<file path="src/include/clk_defs.svh">
////////////////////////////////////////////////////////////////////////////
// Clock board field widths and diagnostic function codes
////////////////////////////////////////////////////////////////////////////
`ifndef CLK_DEFS_SVH
`define CLK_DEFS_SVH

`define CLK_SEL_W    3   // Function and readback select
`define CLK_DATA_W   4   // EBUS bits 32-35
`define CLK_READ_W   6   // Diagnostic readback word
`define CLK_BURST_W  8
`define CLK_RATE_W   2

// Control group codes
`define CLK_FN_START      3'd1
`define CLK_FN_SSTEP      3'd2
`define CLK_FN_BURST      3'd5
`define CLK_FN_CLR_RESET  3'd6
`define CLK_FN_SET_RESET  3'd7

// Load group codes
`define CLK_LD_BURST_LO   3'd2
`define CLK_LD_BURST_HI   3'd3
`define CLK_LD_SELECT     3'd4
`define CLK_LD_DISABLE    3'd5
`define CLK_LD_PARITY     3'd6
`define CLK_LD_MISC       3'd7

`endif

</file>
<file path="src/design/clkPkg.sv">
////////////////////////////////////////////////////////////////////////////
// Clock board types
// The load data nibble decodes differently for each load function
////////////////////////////////////////////////////////////////////////////
`default_nettype none
`include "clk_defs.svh"

package clkPkg;

  // Bit order follows the EBUS, bit 32 is the MSB of each view
  typedef union packed {
    logic [`CLK_DATA_W-1:0] raw;
    struct packed {
      logic [1:0]             sourceSel;
      logic [`CLK_RATE_W-1:0] rateSel;
    } sel;
    struct packed {
      logic spare;       // Bit 32 unused
      logic crmDis;
      logic edpDis;
      logic ctlDis;
    } dis;
    struct packed {
      logic fmParCheck;
      logic cramParCheck;
      logic dramParCheck;
      logic fsParCheck;
    } par;
    struct packed {
      logic mboxCycleDis;
      logic respSim;
      logic arParCheck;
      logic errStopEn;
    } misc;
  } loadWordT;

endpackage

`default_nettype wire

</file>
<file path="src/design/clkFuncIf.sv">
////////////////////////////////////////////////////////////////////////////
// Decoded diagnostic function strobes and their load data word
////////////////////////////////////////////////////////////////////////////
`timescale 1ns/1ps
`default_nettype none

interface clkFuncIf
  import clkPkg::*;
();

  logic     start, singleStep, burst;  // Control group
  logic     clrReset, setReset;
  logic     ctlAny;                    // Any control code, even unused ones
  logic     ldBurstLo, ldBurstHi;      // Load group
  logic     ldSelect, ldDisable, ldParity, ldMisc;
  loadWordT data;

  modport decoder (output start, singleStep, burst, clrReset, setReset, ctlAny,
                   output ldBurstLo, ldBurstHi, ldSelect, ldDisable, ldParity, ldMisc,
                   output data);

  modport runCtl (input start, singleStep, burst, clrReset, setReset, ctlAny);

  modport cfg (input ldSelect, ldDisable, ldParity, ldMisc, data);

  modport burstLd (input ldBurstLo, ldBurstHi, data);

endinterface

`default_nettype wire

</file>
<file path="src/design/clkBoard.sv">
////////////////////////////////////////////////////////////////////////////
// Clock board diagnostic control
// Top level tying decoder, load registers, burst counter, run control
// and readback together
////////////////////////////////////////////////////////////////////////////
`timescale 1ns/1ps
`default_nettype none
`include "clk_defs.svh"

module clkBoard (
  input  wire logic                   CLK,
  input  wire logic                   FPGA_RESET,
  input  wire logic                   diagCtlFunc,
  input  wire logic                   diagLdFunc,
  input  wire logic                   diagRead,
  input  wire logic [`CLK_SEL_W-1:0]  diagSel,
  input  wire logic [`CLK_DATA_W-1:0] ebusData,
  output logic                        eboxClkEn,
  output logic                        running,
  output logic                        clkReset,
  output logic                        crmDis,
  output logic                        edpDis,
  output logic                        ctlDis,
  output logic [`CLK_READ_W-1:0]      readData,
  output logic                        readValid
);

  logic [1:0]              sourceSel;
  logic [`CLK_RATE_W-1:0]  rateSel;
  logic                    fmParCheck, cramParCheck, dramParCheck, fsParCheck;
  logic                    mboxCycleDis, respSim, arParCheck, errStopEn;
  logic [`CLK_BURST_W-1:0] burstCount;
  logic                    burstZero, burstStep, burstActive;

  clkFuncIf func_inst ();

  clkFuncDecoder clkFuncDecoder_inst (
    .CLK, .FPGA_RESET, .diagCtlFunc, .diagLdFunc, .diagSel,
    .ebusData (ebusData),
    .func     (func_inst.decoder)
  );

  clkConfigRegs clkConfigRegs_inst (
    .CLK, .FPGA_RESET,
    .func (func_inst.cfg),
    .sourceSel, .rateSel, .crmDis, .edpDis, .ctlDis,
    .fmParCheck, .cramParCheck, .dramParCheck, .fsParCheck,
    .mboxCycleDis, .respSim, .arParCheck, .errStopEn
  );

  clkBurstCounter clkBurstCounter_inst (
    .CLK, .FPGA_RESET,
    .func (func_inst.burstLd),
    .burstStep, .burstCount, .burstZero
  );

  clkRunControl clkRunControl_inst (
    .CLK, .FPGA_RESET,
    .func (func_inst.runCtl),
    .rateSel, .burstZero, .eboxClkEn, .burstStep, .running, .burstActive, .clkReset
  );

  clkDiagRead clkDiagRead_inst (
    .CLK, .FPGA_RESET, .diagRead, .diagSel, .burstCount,
    .running, .burstActive, .clkReset, .sourceSel, .rateSel,
    .crmDis, .edpDis, .ctlDis,
    .fmParCheck, .cramParCheck, .dramParCheck, .fsParCheck,
    .mboxCycleDis, .respSim, .arParCheck, .errStopEn,
    .readData, .readValid
  );

endmodule

`default_nettype wire

</file>
<file path="src/design/clkBurstCounter.sv">
////////////////////////////////////////////////////////////////////////////
// Burst counter, loaded a nibble at a time and counted down per pulse
////////////////////////////////////////////////////////////////////////////
`timescale 1ns/1ps
`default_nettype none
`include "clk_defs.svh"

module clkBurstCounter (
  input  wire logic                    CLK,
  input  wire logic                    FPGA_RESET,
  clkFuncIf.burstLd                    func,
  input  wire logic                    burstStep,
  output logic [`CLK_BURST_W-1:0]      burstCount,
  output logic                         burstZero
);

  localparam int HI = `CLK_BURST_W - 1;
  localparam int LO = `CLK_DATA_W;

  assign burstZero = (burstCount == '0);

  always_ff @(posedge CLK) begin
    if (FPGA_RESET) begin
      burstCount <= '0;
    end else if (func.ldBurstLo || func.ldBurstHi) begin
      // Loads win over a step in the same cycle
      if (func.ldBurstLo) begin
        burstCount[LO-1:0] <= func.data.raw;
      end
      if (func.ldBurstHi) begin
        burstCount[HI:LO] <= func.data.raw;
      end
    end else if (burstStep && !burstZero) begin
      burstCount <= burstCount - 1'b1;   // Holds at zero
    end
  end

endmodule

`default_nettype wire

</file>
<file path="src/design/clkConfigRegs.sv">
////////////////////////////////////////////////////////////////////////////
// Load function registers
// Source/rate select, section disables, parity checks and misc controls
////////////////////////////////////////////////////////////////////////////
`timescale 1ns/1ps
`default_nettype none
`include "clk_defs.svh"

module clkConfigRegs (
  input  wire logic                   CLK,
  input  wire logic                   FPGA_RESET,
  clkFuncIf.cfg                       func,
  output logic [1:0]                  sourceSel,
  output logic [`CLK_RATE_W-1:0]      rateSel,
  output logic                        crmDis,
  output logic                        edpDis,
  output logic                        ctlDis,
  output logic                        fmParCheck,
  output logic                        cramParCheck,
  output logic                        dramParCheck,
  output logic                        fsParCheck,
  output logic                        mboxCycleDis,
  output logic                        respSim,
  output logic                        arParCheck,
  output logic                        errStopEn
);

  always_ff @(posedge CLK) begin
    if (FPGA_RESET) begin
      sourceSel <= '0;
      rateSel   <= '0;
      crmDis    <= 1'b0;
      edpDis    <= 1'b0;
      ctlDis    <= 1'b0;
      {fmParCheck, cramParCheck, dramParCheck, fsParCheck} <= '0;
      {mboxCycleDis, respSim, arParCheck, errStopEn}       <= '0;
    end else begin
      if (func.ldSelect) begin   // Source select is only stored here
        sourceSel <= func.data.sel.sourceSel;
        rateSel   <= func.data.sel.rateSel;
      end
      if (func.ldDisable) begin
        crmDis <= func.data.dis.crmDis;
        edpDis <= func.data.dis.edpDis;
        ctlDis <= func.data.dis.ctlDis;
      end
      if (func.ldParity) begin
        fmParCheck   <= func.data.par.fmParCheck;
        cramParCheck <= func.data.par.cramParCheck;
        dramParCheck <= func.data.par.dramParCheck;
        fsParCheck   <= func.data.par.fsParCheck;
      end
      if (func.ldMisc) begin
        mboxCycleDis <= func.data.misc.mboxCycleDis;
        respSim      <= func.data.misc.respSim;
        arParCheck   <= func.data.misc.arParCheck;
        errStopEn    <= func.data.misc.errStopEn;
      end
    end
  end

endmodule

`default_nettype wire

</file>
<file path="src/design/clkDiagRead.sv">
////////////////////////////////////////////////////////////////////////////
// Diagnostic readback
// Picks one 6-bit status word by select code and returns it registered
////////////////////////////////////////////////////////////////////////////
`timescale 1ns/1ps
`default_nettype none
`include "clk_defs.svh"

module clkDiagRead (
  input  wire logic                    CLK,
  input  wire logic                    FPGA_RESET,
  input  wire logic                    diagRead,
  input  wire logic [`CLK_SEL_W-1:0]   diagSel,
  input  wire logic [`CLK_BURST_W-1:0] burstCount,
  input  wire logic                    running,
  input  wire logic                    burstActive,
  input  wire logic                    clkReset,
  input  wire logic [1:0]              sourceSel,
  input  wire logic [`CLK_RATE_W-1:0]  rateSel,
  input  wire logic                    crmDis,
  input  wire logic                    edpDis,
  input  wire logic                    ctlDis,
  input  wire logic                    fmParCheck,
  input  wire logic                    cramParCheck,
  input  wire logic                    dramParCheck,
  input  wire logic                    fsParCheck,
  input  wire logic                    mboxCycleDis,
  input  wire logic                    respSim,
  input  wire logic                    arParCheck,
  input  wire logic                    errStopEn,
  output logic [`CLK_READ_W-1:0]       readData,
  output logic                         readValid
);

  logic                   readReq;
  logic [`CLK_SEL_W-1:0]  readSel;
  logic [`CLK_READ_W-1:0] readWord;

  always_comb begin
    case (readSel)
      3'd0:    readWord = burstCount[7:2];
      3'd1:    readWord = {burstCount[1:0], running, burstActive, clkReset, 1'b0};
      3'd2:    readWord = {2'b00, sourceSel, rateSel};
      3'd3:    readWord = {3'b000, crmDis, edpDis, ctlDis};
      3'd4:    readWord = {2'b00, fmParCheck, cramParCheck, dramParCheck, fsParCheck};
      3'd5:    readWord = {2'b00, mboxCycleDis, respSim, arParCheck, errStopEn};
      default: readWord = '0;   // Selects 6 and 7 are empty
    endcase
  end

  always_ff @(posedge CLK) begin
    if (FPGA_RESET) begin
      readReq   <= 1'b0;
      readSel   <= '0;
      readValid <= 1'b0;
      readData  <= '0;
    end else begin
      readReq   <= diagRead;
      readSel   <= diagSel;
      readValid <= readReq;
      if (readReq) begin
        readData <= readWord;   // Holds between reads
      end
    end
  end

endmodule

`default_nettype wire

</file>
<file path="src/design/clkFuncDecoder.sv">
////////////////////////////////////////////////////////////////////////////
// Diagnostic function decoder
// Captures the EBUS function request, then decodes it into one-hot strobes
////////////////////////////////////////////////////////////////////////////
`timescale 1ns/1ps
`default_nettype none
`include "clk_defs.svh"

module clkFuncDecoder
  import clkPkg::*;
(
  input  wire logic                  CLK,
  input  wire logic                  FPGA_RESET,
  input  wire logic                  diagCtlFunc,
  input  wire logic                  diagLdFunc,
  input  wire logic [`CLK_SEL_W-1:0] diagSel,
  input  wire loadWordT              ebusData,
  clkFuncIf.decoder                  func
);

  logic                  ctlReq;   // Captured request
  logic                  ldReq;
  logic [`CLK_SEL_W-1:0] selQ;
  loadWordT              dataQ;

  always_ff @(posedge CLK) begin
    if (FPGA_RESET) begin
      ctlReq <= 1'b0;
      ldReq  <= 1'b0;
    end else begin
      ctlReq <= diagCtlFunc;
      ldReq  <= diagLdFunc & ~diagCtlFunc;   // Control group wins
    end
  end

  always_ff @(posedge CLK) begin
    selQ      <= diagSel;
    dataQ     <= ebusData;
    func.data <= dataQ;   // Travels with its strobe
  end

  always_ff @(posedge CLK) begin
    if (FPGA_RESET) begin
      {func.start, func.singleStep, func.burst}                 <= '0;
      {func.clrReset, func.setReset, func.ctlAny}               <= '0;
      {func.ldBurstLo, func.ldBurstHi, func.ldSelect}           <= '0;
      {func.ldDisable, func.ldParity, func.ldMisc}              <= '0;
    end else begin
      func.ctlAny     <= ctlReq;
      func.start      <= ctlReq && selQ == `CLK_FN_START;
      func.singleStep <= ctlReq && selQ == `CLK_FN_SSTEP;
      func.burst      <= ctlReq && selQ == `CLK_FN_BURST;
      func.clrReset   <= ctlReq && selQ == `CLK_FN_CLR_RESET;
      func.setReset   <= ctlReq && selQ == `CLK_FN_SET_RESET;
      // Load codes 0 and 1 have no strobe
      func.ldBurstLo  <= ldReq && selQ == `CLK_LD_BURST_LO;
      func.ldBurstHi  <= ldReq && selQ == `CLK_LD_BURST_HI;
      func.ldSelect   <= ldReq && selQ == `CLK_LD_SELECT;
      func.ldDisable  <= ldReq && selQ == `CLK_LD_DISABLE;
      func.ldParity   <= ldReq && selQ == `CLK_LD_PARITY;
      func.ldMisc     <= ldReq && selQ == `CLK_LD_MISC;
    end
  end

endmodule

`default_nettype wire

</file>
<file path="src/design/clkRunControl.sv">
////////////////////////////////////////////////////////////////////////////
// EBOX run control
// Start, single step and burst modes, the rate divider that paces
// the clock enable, and the clock board reset flag
////////////////////////////////////////////////////////////////////////////
`timescale 1ns/1ps
`default_nettype none
`include "clk_defs.svh"

module clkRunControl (
  input  wire logic                   CLK,
  input  wire logic                   FPGA_RESET,
  clkFuncIf.runCtl                    func,
  input  wire logic [`CLK_RATE_W-1:0] rateSel,
  input  wire logic                   burstZero,
  output logic                        eboxClkEn,
  output logic                        burstStep,
  output logic                        running,
  output logic                        burstActive,
  output logic                        clkReset
);

  logic                   go;          // Free running
  logic                   ssPending;   // One pulse still owed
  logic [`CLK_RATE_W-1:0] divCnt;
  logic                   tick;

  // Compare with >= so a smaller rate picked mid-count still ticks
  assign tick = (divCnt >= rateSel);

  always_ff @(posedge CLK) begin
    if (FPGA_RESET) begin
      divCnt <= '0;
    end else if (func.ctlAny || tick) begin   // Restart on any function
      divCnt <= '0;
    end else begin
      divCnt <= divCnt + 1'b1;
    end
  end

  // Burst pulses only while there is count left
  assign burstStep = tick & burstActive & ~burstZero;
  assign eboxClkEn = (tick & (go | ssPending)) | burstStep;
  assign running   = go | burstActive | ssPending;

  always_ff @(posedge CLK) begin
    if (FPGA_RESET) begin
      go          <= 1'b0;
      burstActive <= 1'b0;
      ssPending   <= 1'b0;
    end else if (func.ctlAny) begin
      // Every control code stops the clock, then starts the mode it names
      go          <= func.start;
      burstActive <= func.burst;
      ssPending   <= func.singleStep;
    end else begin
      if (tick) begin
        ssPending <= 1'b0;
      end
      if (burstActive && burstZero) begin   // Count ran out
        burstActive <= 1'b0;
      end
    end
  end

  always_ff @(posedge CLK) begin
    if (FPGA_RESET) begin
      clkReset <= 1'b0;
    end else if (func.setReset) begin
      clkReset <= 1'b1;
    end else if (func.clrReset) begin
      clkReset <= 1'b0;
    end
  end

endmodule

`default_nettype wire

</file>
<file path="config.mk">
export PLATFORM = sky130hd
export DESIGN_NAME = clkBoard
export DESIGN_NICKNAME = d
export VERILOG_FILES = /design/src/design/clkPkg.sv /design/src/design/clkFuncIf.sv /design/src/design/clkBoard.sv /design/src/design/clkBurstCounter.sv /design/src/design/clkConfigRegs.sv /design/src/design/clkDiagRead.sv /design/src/design/clkFuncDecoder.sv /design/src/design/clkRunControl.sv
export VERILOG_INCLUDE_DIRS = /design/src /design/src/include
export SDC_FILE = /design/constraint.sdc
export NUM_CORES = 1
export LEC_CHECK = 0
export BUFFER_PORTS_ARGS = -buffer_cell sky130_fd_sc_hd__buf_2
export CORE_MARGIN = 4
export CORE_UTILIZATION = 46
export CTS_BUF_LIST = sky130_fd_sc_hd__clkbuf_16
export CTS_CLUSTER_DIAMETER = 60
export DETAILED_ROUTE_END_ITERATION = 8
export MAX_ROUTING_LAYER = met4
export PLACE_DENSITY_LB_ADDON = 0.15
export SLEW_MARGIN = 0
export SYNTH_ARGS = -nofsm -noshare
export SYNTH_HDL_FRONTEND = slang
export SYNTH_SLANG_ARGS = --single-unit
</file>
<file path="constraint.sdc">
create_clock -name CLK -period 2.75 [get_ports CLK]
set_clock_uncertainty 0.15 [all_clocks]
set_input_delay 0.55 -clock CLK [delete_from_list [all_inputs] [get_ports CLK]]
set_output_delay 0.55 -clock CLK [all_outputs]
set_load 0.005 [all_outputs]
</file>
==> flow_metrics.env <==
export IMPL_hold_path_class="in -> reg"
export IMPL_crit_type="reg -> out"
export IMPL_crit_fanout=5
export IMPL_max_cap_violations=0
export IMPL_drc=0
export IMPL_rsz0062_at_grt="no"
export IMPL_max_clock_path_buffers=2
export IMPL_outcome="finished clean"
export IMPL_synthesis_nets=277
export IMPL_syn_area_per_cell_um2=9.92
export IMPL_insertion_delay_ns=0.33
export IMPL_cp_startpoint="clkBurstCounter_inst.burstCount[0]"
export IMPL_fin_nets=302
export IMPL_relSlewSlack=0.603
export IMPL_hold_viol=0
export IMPL_grt_pass1_wl_mm=9.32
export IMPL_wirelength_mm=5.63
export IMPL_wire_per_inst_um=15.5
export IMPL_p_leak_nw=1.20
export IMPL_tns_ns=0
export IMPL_setup_worst_path_end="eboxClkEn"
export IMPL_clock_sinks=65
export IMPL_yosysSeqAreaShare=0.502
export IMPL_die_area_um2=6890
export IMPL_cts_buffers=9
export IMPL_crit_family="simple AND/OR/NAND/NOR gates"
export IMPL_final_cell_area_um2=3080
export IMPL_grt_start_max_net_pins=32
export IMPL_synthArstFlopShare=0
export IMPL_reg2reg_from="clkBurstCounter_inst.burstCount[0]"
export IMPL_antenna_left=0
export IMPL_area_growth_pct=18.9
export IMPL_fp_row_count=27
export IMPL_cts_hold_buf=0
export IMPL_required_ns=2.05
export IMPL_min_period_over_period=0.893
export IMPL_ys_warn_count=0
export IMPL_vias=1943
export IMPL_die_w_um=83.0
export IMPL_core_area_um2=5470
export IMPL_boundaryPins=25
export IMPL_overflow=0
export IMPL_cp_slowest_stage_delay_ns=0.46
export IMPL_finalCriticalPeriod_ns=2.45
export IMPL_cp_depth=6
export IMPL_endpoint_kind="output pin"
export IMPL_crit_chain="inv_1 > ha_1 > or3b_2 > o21ai_2 > a21oi_1 > buf_2"
export IMPL_start_kind="flip-flop"
export IMPL_fp_dieH_um=83.0
export IMPL_start_util=0.473
export IMPL_dp_hpwl_mm=3.88
export IMPL_portBuffers=24
export IMPL_synth_seq_cells=65
export IMPL_p_total_w=0.00223
export IMPL_netlist_area_um2=2590
export IMPL_r2r_cells=6
export IMPL_drt_pass1_iter_count=4
export IMPL_postLayoutCoreUtil=0.563
export IMPL_regToRegSetupSlack_ns=0.68
export IMPL_routabilityCongestion=0.948
export IMPL_crit_buf_inv=2
export IMPL_postPlaceCellArea_um2=2770
export IMPL_drive_gt1_frac=0.210
export IMPL_synthCells=261
export IMPL_antenna_found_initial=0
export IMPL_cts_tree="yes"
export IMPL_synth_edf_count=0
export IMPL_synth_top_flop_cell="dfxtp_1"
export IMPL_cts_clk_slew_worst_paths_ns=0.06
export IMPL_crit_path_top_delay_cell="or3b_2"
export IMPL_worstPathArrival_ns=1.75
export IMPL_cts_root_buf="clkbuf_16"
export IMPL_ys_types=52
export IMPL_place_inst=347
export IMPL_cts_max_level=3
export IMPL_grt_pass1_vias=1896
export IMPL_drtIter0Drc=98
export IMPL_peakVddDrop_mv=0.472
export IMPL_grt_util_all_layers=0.177
export IMPL_layout_cells_non_filler=363
export IMPL_power_density_nw_per_um2=724
export IMPL_vias_per_cell=5.35
export IMPL_fmax_mhz=407
export IMPL_worst_pin_slew_ns=0.596
export IMPL_setup_viol=0
export IMPL_postCtsSetupBuffers=0
export IMPL_post_cts_resized=0
export IMPL_drv_slew=0
export IMPL_n_antenna_cell=0
export IMPL_r2r_end="clkBurstCounter_inst.burstCount[6]"
logic make-up (layout without fill, tap and decap cells):
kind of cell	count (synthesis)	in the layout	share of synthesized area
AOI/OAI and AO/OA	36	36	0.109
xor gates and xnor gates	1	1	0.00338
adders and majority gates	4	4	0.0193
buffers and inverters	25	55	0.0401
DFF	65	65	0.502
muxes	30	30	0.124
and+or+nand+nor	100	100	0.202
synthesized netlist by cell type, types with 3 or more instances:
| cell type | count | area [um^2] |
|---|---|---|
| dfxtp_1 | 65 | 1300 |
| nor2_1 | 36 | 135 |
| mux2i_1 | 26 | 260 |
| nand2_1 | 13 | 48.8 |
| inv_1 | 10 | 37.5 |
| nand2b_1 | 9 | 56.3 |
| a21oi_1 | 7 | 35.0 |
| clkbuf_1 | 7 | 26.3 |
| nor2b_1 | 7 | 43.8 |
| nor3_1 | 7 | 35.0 |
| nor4_1 | 6 | 37.5 |
| o22ai_1 | 6 | 37.5 |
| buf_1 | 5 | 18.8 |
| ha_1 | 4 | 50.1 |
| nor3b_1 | 4 | 30.0 |
| mux2_2 | 3 | 33.8 |
| o21ai_0 | 3 | 15.0 |
| or3_1 | 3 | 18.8 |
| or3b_2 | 3 | 26.3 |
worst min path at each step:
stage,from,cells past startpoint,endpoint
final,ebusData[0],1,clkFuncDecoder_inst.dataQ[0]
after CTS,ebusData[2],1,clkFuncDecoder_inst.dataQ[2]
after detailed placement,clkFuncDecoder_inst.dataQ[1],0,clkFuncDecoder_inst.func.data[1]
after global routing,ebusData[2],1,clkFuncDecoder_inst.dataQ[2]
after floorplan,clkFuncDecoder_inst.dataQ[0],0,clkFuncDecoder_inst.func.data[0]
after global placement,clkFuncDecoder_inst.dataQ[0],0,clkFuncDecoder_inst.func.data[0]
state kept, by name, summed over array words and instances, names as in the netlist, 2 cells and up:
register,flops
clkDiagRead_inst.readSel,3
clkFuncDecoder_inst.func.data,4
clkDiagRead_inst.readData,6
clkConfigRegs_inst.sourceSel,2
clkBurstCounter_inst.burstCount,8
clkFuncDecoder_inst.dataQ,4
clkFuncDecoder_inst.selQ,3
clkConfigRegs_inst.rateSel,2
clkRunControl_inst.divCnt,2
report_power, final:
group | internal, W | switching (W) | leakage, nW
clock network | 0.000720 | 0.000455 | 0.149
registers | 0.000962 | 0.0000216 | 0.530
logic | 0.0000339 | 0.0000373 | 0.522
placed cells by master (no fill, tap or decap), types with 7 or more instances in the layout:
cell type,count
nand2b_1,9
nor2_1,36
nand2_1,13
inv_1,10
a21oi_1,7
dfxtp_1,65
nor3_1,7
mux2i_1,26
buf_2,24
clkbuf_16,9
nor2b_1,7
layer usage:
layer  share of wire  GRT usage  vias up  routed length [um]
li1                -          -      970                   -
met1            0.46      0.212      912                2610
met2            0.46      0.264       52                2590
met3           0.060     0.0655        9                 337
met4           0.017     0.0788        0                  95
met5               0          -        -                   0
cell type report:
type | instances | area [um^2]
Clock buffer | 9 | 225
Clock inverter | 7 | 83.8
Fill cell | 520 | 2390
Inverter | 10 | 37.5
Multi-Input combinational cell | 171 | 1180
Sequential cell | 65 | 1300
Tap cell | 72 | 90.1
Timing Repair Buffer | 29 | 158
per-stage QoR:
stage                     setup slack [ns]  hold slack, ns
after floorplan                      0.695           0.160
after global placement               0.693           0.160
after detailed placement             0.639           0.164
after CTS                            0.287           0.157
after global routing                 0.195           0.156
final                                0.296           0.167
worst register-to-register path: cells and delay by family (launching register included):
kind	cells	cell delay, ns
buf+inv	1	0.12
fa+ha+maj	1	0.18
simple gates	3	1.04
flops	1	0.35
compound gates	1	0.12
Note: power is estimated with default switching activity, not from simulation.
